[src/rtl/core_cfg_pkg.sv]
// configuration and control definitions
// bridge register map, game and board ids, controller layouts

package core_cfg_pkg;

    ////////////////////
    // bridge register map
    localparam logic [31:0] addr_game_id       = 32'h80000000;
    localparam logic [31:0] addr_game_settings = 32'h90000000;

    typedef enum logic [2:0] {
        game_druaga   = 3'd1,
        game_mappy    = 3'd2,
        game_digdug2  = 3'd3,
        game_motos    = 3'd4,
        game_superpac = 3'd5,
        game_grobda   = 3'd6
    } game_id_e;

    typedef enum logic [2:0] {
        board_druaga   = 3'd0,
        board_superpac = 3'd5,
        board_grobda   = 3'd6
    } board_type_e;

    ////////////////////
    // controller side
    typedef struct packed {
        logic       face_start;
        logic       face_select;
        logic [4:0] spare_hi;
        logic       trig_l1;
        logic [1:0] spare_lo;
        logic       face_b;
        logic       face_a;
        logic       dpad_right;
        logic       dpad_left;
        logic       dpad_down;
        logic       dpad_up;
    } key_map_t;

    // bit order matches the game core inputs {b2, b1, l, d, r, u}
    typedef struct packed {
        logic fire_b;
        logic fire;
        logic left;
        logic down;
        logic right;
        logic up;
    } player_ctrl_t;

    typedef struct packed {
        logic coin;
        logic start2;
        logic start1;
    } system_ctrl_t;

    localparam logic [7:0] coin_pulse_cycles = 8'd255;
    localparam int         sync_stages       = 3;

endpackage

[src/rtl/video_pkg.sv]
// video timing and pixel definitions
// raster counter breakpoints, pixel index layout, output bundle

package video_pkg;

    typedef logic [8:0] raster_pos_t;

    ////////////////////
    // horizontal breakpoints
    localparam raster_pos_t h_active_start = 9'd1;
    localparam raster_pos_t h_active_end   = 9'd290;
    localparam raster_pos_t h_sync_start   = 9'd311;
    localparam raster_pos_t h_sync_end     = 9'd342;
    localparam raster_pos_t h_resume       = 9'd471;

    ////////////////////
    // vertical breakpoints
    localparam raster_pos_t v_active_end   = 9'd223;
    localparam raster_pos_t v_sync_start   = 9'd234;
    localparam raster_pos_t v_sync_end     = 9'd241;
    localparam raster_pos_t v_resume       = 9'd491;

    // both counters wrap here
    localparam raster_pos_t count_max      = 9'd511;

    typedef struct packed {
        raster_pos_t hpos;
        raster_pos_t vpos;
        logic        hblank;
        logic        vblank;
        logic        hsync_n;
        logic        vsync_n;
    } raster_t;

    // palette index from the game core, bbgggrrr
    typedef struct packed {
        logic [1:0] blue;
        logic [2:0] green;
        logic [2:0] red;
    } pixel_index_t;

    typedef struct packed {
        logic [23:0] rgb;
        logic        de;
        logic        hs;
        logic        vs;
    } video_out_t;

endpackage

[src/rtl/arcade_core_top.sv]
// arcade core top level
// ties the config registers, control mapping, raster timing
// and video formatting to the game core ports

`timescale 1ns/1ps

module arcade_core_top (
    input  logic                       clk_74a,
    input  logic                       pll_core_locked,
    input  logic                       bridge_wr,
    input  logic                       pix_ce,
    input  logic [31:0]                bridge_addr,
    input  logic [31:0]                bridge_wr_data,
    input  core_cfg_pkg::key_map_t     cont1_key,
    input  core_cfg_pkg::key_map_t     cont2_key,
    input  video_pkg::pixel_index_t    pixel_index,
    output core_cfg_pkg::board_type_e  board_model,
    output logic [31:0]                game_settings,
    output core_cfg_pkg::player_ctrl_t player1,
    output core_cfg_pkg::player_ctrl_t player2,
    output core_cfg_pkg::system_ctrl_t system_ctrl,
    output video_pkg::raster_pos_t     hpos,
    output video_pkg::raster_pos_t     vpos,
    output video_pkg::video_out_t      video
);

    video_pkg::raster_t raster;

    // game core needs the raw position
    assign hpos = raster.hpos;
    assign vpos = raster.vpos;

    game_config_regs i_config (
        .clk_74a         (clk_74a),
        .pll_core_locked (pll_core_locked),
        .bridge_wr       (bridge_wr),
        .bridge_addr     (bridge_addr),
        .bridge_wr_data  (bridge_wr_data),
        .board_model     (board_model),
        .game_settings   (game_settings)
    );

    control_mapper i_control (
        .clk_74a         (clk_74a),
        .pll_core_locked (pll_core_locked),
        .cont1_key       (cont1_key),
        .cont2_key       (cont2_key),
        .player1         (player1),
        .player2         (player2),
        .system_ctrl     (system_ctrl)
    );

    raster_timing i_raster (
        .clk_74a         (clk_74a),
        .pll_core_locked (pll_core_locked),
        .pix_ce          (pix_ce),
        .raster          (raster)
    );

    video_output i_video (
        .clk_74a         (clk_74a),
        .pll_core_locked (pll_core_locked),
        .pix_ce          (pix_ce),
        .raster          (raster),
        .pixel_index     (pixel_index),
        .video           (video)
    );

endmodule

[src/rtl/control_mapper.sv]
// controller input mapping
// synchronizes both key words, slices them into player buttons
// and stretches a coin release into a fixed length pulse

`timescale 1ns/1ps

module control_mapper (
    input  logic                       clk_74a,
    input  logic                       pll_core_locked,
    input  core_cfg_pkg::key_map_t     cont1_key,
    input  core_cfg_pkg::key_map_t     cont2_key,
    output core_cfg_pkg::player_ctrl_t player1,
    output core_cfg_pkg::player_ctrl_t player2,
    output core_cfg_pkg::system_ctrl_t system_ctrl
);

    // both controllers share one shift chain, cont2 in the upper half
    logic [core_cfg_pkg::sync_stages-1:0][31:0] key_sync;
    core_cfg_pkg::key_map_t key1;
    core_cfg_pkg::key_map_t key2;
    logic                   coin_level;
    logic                   coin_prev;
    logic [7:0]             coin_cnt;

    ////////////////////
    // synchronizer
    always_ff @(posedge clk_74a or negedge pll_core_locked) begin
        if (!pll_core_locked) begin
            key_sync <= '0;
        end else begin
            key_sync <= {key_sync[core_cfg_pkg::sync_stages-2:0], cont2_key, cont1_key};
        end
    end

    assign key1 = core_cfg_pkg::key_map_t'(key_sync[core_cfg_pkg::sync_stages-1][15:0]);
    assign key2 = core_cfg_pkg::key_map_t'(key_sync[core_cfg_pkg::sync_stages-1][31:16]);

    ////////////////////
    // button slicing
    assign player1 = '{fire_b: key1.face_b, fire: key1.face_a, left: key1.dpad_left,
                       down: key1.dpad_down, right: key1.dpad_right, up: key1.dpad_up};
    assign player2 = '{fire_b: key2.face_b, fire: key2.face_a, left: key2.dpad_left,
                       down: key2.dpad_down, right: key2.dpad_right, up: key2.dpad_up};

    // select on either pad drops a coin
    assign coin_level = key1.face_select | key2.face_select;

    ////////////////////
    // coin pulse stretcher
    always_ff @(posedge clk_74a or negedge pll_core_locked) begin
        if (!pll_core_locked) begin
            coin_prev <= 1'b0;
            coin_cnt  <= 8'd0;
        end else begin
            coin_prev <= coin_level;
            if (coin_cnt != 8'd0) begin
                coin_cnt <= coin_cnt - 8'd1;
            end else if (coin_prev && !coin_level) begin
                // fires on release, not on press
                coin_cnt <= core_cfg_pkg::coin_pulse_cycles;
            end
        end
    end

    assign system_ctrl = '{coin: (coin_cnt != 8'd0), start2: key2.face_start,
                           start1: key1.face_start};

endmodule

[src/rtl/game_config_regs.sv]
// game configuration registers
// catches bridge writes for game id and settings, derives board model

`timescale 1ns/1ps

module game_config_regs (
    input  logic                      clk_74a,
    input  logic                      pll_core_locked,
    input  logic                      bridge_wr,
    input  logic [31:0]               bridge_addr,
    input  logic [31:0]               bridge_wr_data,
    output core_cfg_pkg::board_type_e board_model,
    output logic [31:0]               game_settings
);

    logic [2:0] game_id;

    ////////////////////
    // bridge write decode
    always_ff @(posedge clk_74a or negedge pll_core_locked) begin
        if (!pll_core_locked) begin
            game_id       <= 3'd0;
            game_settings <= 32'd0;
        end else if (bridge_wr) begin
            if (bridge_addr == core_cfg_pkg::addr_game_id) begin
                game_id <= bridge_wr_data[2:0];
            end
            if (bridge_addr == core_cfg_pkg::addr_game_settings) begin
                game_settings <= bridge_wr_data;
            end
        end
    end

    ////////////////////
    // board model, one edge behind the id
    always_ff @(posedge clk_74a or negedge pll_core_locked) begin
        if (!pll_core_locked) begin
            board_model <= core_cfg_pkg::board_druaga;
        end else begin
            case (game_id)
                core_cfg_pkg::game_grobda:   board_model <= core_cfg_pkg::board_grobda;
                core_cfg_pkg::game_superpac: board_model <= core_cfg_pkg::board_superpac;
                // mappy, digdug2, motos and unknown ids share the druaga board
                default:                     board_model <= core_cfg_pkg::board_druaga;
            endcase
        end
    end

endmodule

[src/rtl/raster_timing.sv]
// raster timing generator
// horizontal and vertical counters with the original jump points,
// plus blanking and active low sync levels, stepped by pix_ce

`timescale 1ns/1ps

module raster_timing (
    input  logic               clk_74a,
    input  logic               pll_core_locked,
    input  logic               pix_ce,
    output video_pkg::raster_t raster
);

    always_ff @(posedge clk_74a or negedge pll_core_locked) begin
        if (!pll_core_locked) begin
            raster.hpos    <= '0;
            raster.vpos    <= '0;
            raster.hblank  <= 1'b1;
            raster.vblank  <= 1'b1;
            raster.hsync_n <= 1'b1;
            raster.vsync_n <= 1'b1;
        end else if (pix_ce) begin
            case (raster.hpos)
                video_pkg::h_active_start: begin
                    raster.hblank <= 1'b0;
                    raster.hpos   <= raster.hpos + 9'd1;
                end
                video_pkg::h_active_end: begin
                    raster.hblank <= 1'b1;
                    raster.hpos   <= raster.hpos + 9'd1;
                end
                video_pkg::h_sync_start: begin
                    raster.hsync_n <= 1'b0;
                    raster.hpos    <= raster.hpos + 9'd1;
                end
                video_pkg::h_sync_end: begin
                    // skip ahead, line is 384 ticks
                    raster.hsync_n <= 1'b1;
                    raster.hpos    <= video_pkg::h_resume;
                end
                video_pkg::count_max: begin
                    raster.hpos <= '0;
                    ////////////////////
                    // line step
                    case (raster.vpos)
                        video_pkg::v_active_end: begin
                            raster.vblank <= 1'b1;
                            raster.vpos   <= raster.vpos + 9'd1;
                        end
                        video_pkg::v_sync_start: begin
                            raster.vsync_n <= 1'b0;
                            raster.vpos    <= raster.vpos + 9'd1;
                        end
                        video_pkg::v_sync_end: begin
                            raster.vsync_n <= 1'b1;
                            raster.vpos    <= video_pkg::v_resume;
                        end
                        video_pkg::count_max: begin
                            raster.vblank <= 1'b0;
                            raster.vpos   <= '0;
                        end
                        default: raster.vpos <= raster.vpos + 9'd1;
                    endcase
                end
                default: raster.hpos <= raster.hpos + 9'd1;
            endcase
        end
    end

endmodule

[src/rtl/video_output.sv]
// video output formatter
// expands the pixel index to rgb888, blanks outside the active area
// and turns the sync level edges into one tick pulses

`timescale 1ns/1ps

module video_output (
    input  logic                    clk_74a,
    input  logic                    pll_core_locked,
    input  logic                    pix_ce,
    input  video_pkg::raster_t      raster,
    input  video_pkg::pixel_index_t pixel_index,
    output video_pkg::video_out_t   video
);

    logic        active;
    logic [23:0] rgb_full;
    logic        hsync_prev;
    logic        vsync_prev;

    assign active = !(raster.hblank || raster.vblank);

    // each channel padded to 4 bits then repeated into a byte
    assign rgb_full = {{2{pixel_index.red, 1'b0}},
                       {2{pixel_index.green, 1'b0}},
                       {2{pixel_index.blue, 2'b00}}};

    always_ff @(posedge clk_74a or negedge pll_core_locked) begin
        if (!pll_core_locked) begin
            video      <= '0;
            hsync_prev <= 1'b1;
            vsync_prev <= 1'b1;
        end else if (pix_ce) begin
            video.de   <= active;
            video.rgb  <= active ? rgb_full : 24'd0;
            // pulse at the end of each sync period
            video.hs   <= raster.hsync_n && !hsync_prev;
            video.vs   <= raster.vsync_n && !vsync_prev;
            hsync_prev <= raster.hsync_n;
            vsync_prev <= raster.vsync_n;
        end
    end

endmodule

[config.mk]
export PLATFORM = sky130hd
export DESIGN_NAME = arcade_core_top
export DESIGN_NICKNAME = d
export VERILOG_FILES = /design/src/rtl/core_cfg_pkg.sv /design/src/rtl/video_pkg.sv /design/src/rtl/arcade_core_top.sv /design/src/rtl/control_mapper.sv /design/src/rtl/game_config_regs.sv /design/src/rtl/raster_timing.sv /design/src/rtl/video_output.sv
export SDC_FILE = /design/constraint.sdc
export NUM_CORES = 1
export LEC_CHECK = 0
export BUFFER_PORTS_ARGS = -buffer_cell sky130_fd_sc_hd__buf_2
export CAP_MARGIN = 20
export CORE_AREA = 2 2 114 138
export CTS_CLUSTER_SIZE = 14
export DETAILED_ROUTE_END_ITERATION = 10
export DIE_AREA = 0 0 116 140
export HOLD_SLACK_MARGIN = 0.03
export REMOVE_ABC_BUFFERS = 1
export SYNTH_ARGS = -nofsm -noshare
export SYNTH_HDL_FRONTEND = slang
export SYNTH_SLANG_ARGS = --single-unit
export TNS_END_PERCENT = 20
[constraint.sdc]
create_clock -name clk_74a -period 2.35 [get_ports clk_74a]
set_clock_uncertainty 0.2 [all_clocks]
set_input_delay 0 -clock clk_74a [delete_from_list [all_inputs] [get_ports clk_74a]]
set_output_delay 0 -clock clk_74a [all_outputs]
set_load 0.02 [all_outputs]
---- Yosys cells after proc, flatten, opt, wreduce, memory -nomap -nowiden ----
Index checks and enable logic that the tools add are counted.
word-level totals
  flip-flop bits (word level) ............. 194
  input bits .............................. 108
cells by class
  eq/ne operators ......................... 13
  bitwise gates (word level) .............. 1
  mux-type cells .......................... 10
  reductions and logical operators ........ 21
  add/subtract/negate cells ............... 3
operator list
  operator              count
  $eq 32x32->1 const B  2
  $eq 9x9->1 const B    5
  $pmux 9 s2            2
  $eq 9x8->1 const B    3
  $mux 24               1
  $add 9x1->9 const B   2
  $mux 8                2
  $reduce_and 2->1      5
  $reduce_bool 2->1     5
  $eq 9x1->1 const B    1
  $pmux 1 s2            4
  $reduce_bool 8->1     1
  $sub 8x1->8 const B   1
  $eq 3x3->1 const B    2
  $pmux 3 s2            1
  $reduce_and 3->1      2
  $logic_not 1->1       4
  $logic_and 1x1->1     3
  $logic_or 1x1->1      1
  $or 1x1->1            1

---- Longest topological paths before layout ----
  word-level depth ........................ 5
  mapped depth ............................ 11
  gate-level depth less buffers ........... 9

---- Cells and area by module ----
From an unflattened synthesis, not the netlist that was laid out.
second synthesis, totals
  cell total of the unflattened synthesis .. 420
  area total of the unflattened synthesis .. 5377.7 sq um
modules (own cells, without submodules)
  module            area an instance (sq um)  instances  cells each  sequential area each (sq um)
  control_mapper    1780.5                    1          106         1426.4
  game_config_regs  1493.9                    1          93          950.9
  raster_timing     1366.3                    1          152         555.5
  video_output      737.0                     1          69          327.8

---- Worst setup path before layout ----
No wires, ideal clock.
  path kind ............................... reg2reg
  from .................................... reg i_raster.raster[13] (netlist name)
  to ...................................... reg i_raster.raster[9] (netlist name)
  buffers on the path ..................... 2
  setup time .............................. 139 ps
  setup slack ............................. -89 ps
  data required time ...................... 2011 ps
  data arrival time ....................... 2101 ps
  cell stages (with the launch flop) ...... 12
  cell sequence ........................... dfrtp_1 > ha_1 > and3_1 > and3_1 > and3_1 > ha_1 > clkbuf_1 > nand2_1 > clkbuf_1 > nor2_1 > mux2i_1 > o211ai_1
between the ends
  cells in the longest elaborated chain, start to end .. 2
RTL lines
  element                     line                 RTL
  $eq 9x9->1                  raster_timing.sv:23  case (raster.hpos)
  $reduce_and 2->1 (no line)  -
Every way passes these cells.
A chain may end at the register's enable or synchronous reset.

---- Worst setup path after layout ----
  from .................................... reg i_raster.raster[4] (netlist name)
  to ...................................... reg i_raster.raster[10] (netlist name)
between the ends
  cells in the longest elaborated chain, start to end .. 2
  elaborated cells on any way between the ends .. 4
  classes of those cells .................. add/sub: 1; eq/ne: 2; mux: 1
RTL lines
  element                                    line                                                           RTL
  $add 9x1->9, or another cell as far along  raster_timing.sv:48, raster_timing.sv:52, raster_timing.sv:62
  $pmux 9 s2 *                               raster_timing.sv:45                                            case (raster.vpos)
Mark *: on every way between the ends. The rest lies on a longest branch, timed or not.

==> results.sh <==
export IMPL_critPathCaptureType="flip-flop"
export IMPL_avgSynthCellArea_um2=12.8
export IMPL_relSlewSlack_pct=49.2
export IMPL_antenna_found_initial=0
export IMPL_final_area_um2=7470
export IMPL_crit_slowest_cell="or4_1"
export IMPL_start_util_pct=35.7
export IMPL_holdWs_ns=-0.00982
export IMPL_grt_pass1_vias=4104
export IMPL_ys_warn_count=0
export IMPL_clk_pin_slew_worst_paths_ns=0.06
export IMPL_fill_cells=1339
export IMPL_io_pins=203
export IMPL_vias=3938
export IMPL_mostFrequentLayoutCell="buf_2"
export IMPL_drt_iter0_drc=171
export IMPL_area_delta_synth_final_pct=40.9
export IMPL_critPathRequiredTime_ns=2.48
export IMPL_overflow=0
export IMPL_synthArstFlopShare_pct=100
export IMPL_peakVddDrop_v=0.000504
export IMPL_pre_cts_slack_ns=0.0317
export IMPL_htree_levels=4
export IMPL_grt_total_usage_pct=15.5
export IMPL_rsz0062_at_grt="false"
export IMPL_p_per_area_nw_per_um2=784
export IMPL_cts_setup_buffers=0
export IMPL_drc_errors=0
export IMPL_p_leak_nw=3.80
export IMPL_fin_crit_ns=2.22
export IMPL_die_y_um=140
export IMPL_gp_congestion=0.826
export IMPL_dieArea_um2=16200
export IMPL_portBuffers=178
export IMPL_min_period_over_period_pct=94.6
export IMPL_numClockSinks=130
export IMPL_cp_common_cell="ha_1"
export IMPL_dr_pass1_iters=4
export IMPL_worst_slack_ns=0.126
export IMPL_cts_root_buf="clkbuf_16"
export IMPL_cts_made_buffers=17
export IMPL_syn_inst=413
export IMPL_critPathMaxFanout=4
export IMPL_synth_edff_count=0
export IMPL_cts_buffer_depth=2
export IMPL_critical_path_max_stage_delay_ns=0.48
export IMPL_wire_per_inst_um=14.4
export IMPL_fmax_ghz=0.450
export IMPL_cp_arrival_ns=2.35
export IMPL_violations="negative hold slack"
export IMPL_antenna_left=0
export IMPL_start_kind="flip-flop"
export IMPL_worst_slew_pin_slew_ns=0.762
export IMPL_cts_tree="yes"
export IMPL_mostFrequentLayoutCells="buf_2 (177), dfrtp_1 (124), dlygate4sd3_1 (71)"
export IMPL_status="complete, but fails checks"
export IMPL_rows=49
export IMPL_wl_um=12400
export IMPL_grt_start_max_net_pins=83
export IMPL_dp_cells=759
export IMPL_num_nets_final=762
export IMPL_postPlaceCellArea_um2=6200
export IMPL_final_layout_size_suffix_gt1_share_pct=41.5
export IMPL_max_cap_violations=0
export IMPL_yosysUniqueCellTypes=58
export IMPL_holdCritPathClass="in2async"
export IMPL_fin_total_pwr_mw=5.86
export IMPL_ys_ff_latch=130
export IMPL_synth_area_um2=5300
export IMPL_core_um2=14800
export IMPL_slew_viol_final=0
export IMPL_worstPathCellList="ha_1 > and3_1 > nand3_1 > nor2_1 > ha_1 > a21o_1 > or4_1 > o211ai_1"
export IMPL_setup_viol=0
export IMPL_hpwl_um=8410
export IMPL_via_per_inst=4.57
export IMPL_clkLatencyLatePin_ns=0.41
export IMPL_die_w_um=116
export IMPL_yosysSeqAreaShare_pct=61.5
export IMPL_critPathKind="reg2reg"
export IMPL_synth_top_flop_cell="dfrtp_1"
export IMPL_stdcell_count=861
export IMPL_hold_viol=10
export IMPL_grt_pass1_wl_um=19500
[final cells by class]
cell class,instances,area [um^2],share of cell area [%]
Tap cell,204,255,3.42
Inverter,14,52.6,0.703
Sequential cell,130,3260,43.6
Multi-Input combinational cell,217,1610,21.5
Antenna cell,1,2.50,0.0335
Clock buffer,17,425,5.69
Clock inverter,13,114,1.52
Timing Repair Buffer,265,1750,23.5
[power by group]
| group | internal, mW | switching, mW | total [mW] |
|---|---|---|---|
| Sequential | 2.44 | 0.142 | 2.59 |
| Clock | 1.44 | 0.958 | 2.40 |
| Combinational | 0.405 | 0.467 | 0.873 |
[what timing repair did]
| item | in CTS | in global routing |
|---|---|---|
| setup endpoints to repair | 0 | 9 |
| endpoints found under the hold margin | 203 | 0 |
| hold buffers | 71 | 0 |
| gates resized for setup | 0 | 6 |
[registers in the layout (all words and copies together), names as in the netlist]
signal and flops:
i_video.vsync_prev 1, i_control.player2 6, i_config.game_id 3, i_control.key_sync 32, i_config.game_settings 32, i_raster.raster 22
i_video.video 11, i_config.board_model 3, i_control.system_ctrl 2, i_control.coin_prev 1, i_video.hsync_prev 1, i_control.key1 1
i_control.player1 6, i_control.coin_cnt 8, i_control.key2 1
[per-layer routing]
layer  GRT usage, %  vias to the layer above  share of wire (%)
met1           16.2                     1903                 38
li1               -                     1856                  -
met5              0                        -                  0
met2           28.5                      153                 54
met3           4.02                       26                5.7
met4           7.08                        0                2.4
[synthesized netlist by cell type (all sizes together), types with 2 or more instances]
library cell / instances / area share, %
nand4: 6 / 0.71
nor2b: 2 / 0.24
a21oi: 8 / 0.76
buf: 53 / 7.6
nor4b: 2 / 0.33
a31oi: 2 / 0.24
nand2b: 6 / 0.71
or3: 2 / 0.26
inv: 13 / 0.92
o211ai: 2 / 0.28
a21o: 2 / 0.28
mux2: 35 / 7.4
nor4: 7 / 0.83
or4: 2 / 0.28
nor3b: 4 / 0.66
and2: 2 / 0.24
nand2: 19 / 1.3
xor2: 2 / 0.33
mux2i: 6 / 1.1
dfstp: 6 / 3.0
clkbuf: 6 / 0.42
nor3: 7 / 0.87
a22o: 10 / 1.7
ha: 9 / 2.1
and4: 4 / 0.66
o2bb2ai: 6 / 0.99
o21ai: 17 / 1.6
nor2: 17 / 1.2
or2: 3 / 0.40
nand3: 6 / 0.57
dfrtp: 124 / 59
and3: 4 / 0.47
[metrics by stage]
| stage | util, % | setup TNS (ns) | hold slack [ns] |
|---|---|---|---|
| 2_1_floorplan | - | -0.704 | -0.496 |
| 3_3_place_gp | 41.8 | 0 | -0.115 |
| 3_5_place_dp | 41.8 | 0 | -0.0921 |
| 4_1_cts | 50.2 | 0 | 0.0371 |
| 5_1_grt | 50.3 | 0 | 0.0372 |
| 6_report | 50.4 | 0 | -0.00982 |
[final timing paths]
kind / from / end / slack (ns) / cells after the start
setup / recovery: i_raster.raster[4] / i_raster.raster[10] / 0.13 / 8
hold / removal: pll_core_locked / i_control.player1[5] / -0.01 / 2
min in group clk_74a: cont1_key[14] / i_control.key_sync[14] / 0.05 / 2
max in group asynchronous: pll_core_locked / i_config.game_settings[22] / 1.24 / 3
hold reg to reg: i_control.key_sync[33] / i_control.player1[2] / 0.15 / 0
setup reg to reg: i_raster.raster[4] / i_raster.raster[10] / 0.13 / 8
[worst max-delay path: cells and delay by family (launching register included)]
kind	cells	cell delay, ns
adders and majority gates	2	0.41
AOI/OAI and AO/OA	2	0.29
DFF	1	0.38
and+or+nand+nor	4	0.87
[kinds of logic (layout without fill, tap and decap cells)]
family / after synthesis / in the layout / share of synthesized area, %
other: 1 / 9 / 0.0707
adders and majority gates: 9 / 9 / 2.12
buffers and inverters: 73 / 309 / 9.04
DFF: 130 / 130 / 61.5
and+or+nand+nor: 100 / 100 / 11.0
muxes: 41 / 41 / 8.57
AOI/OAI and AO/OA: 56 / 56 / 7.20
xor gates and xnor gates: 3 / 3 / 0.496
No activity file was read; power rests on OpenSTA's default activity.
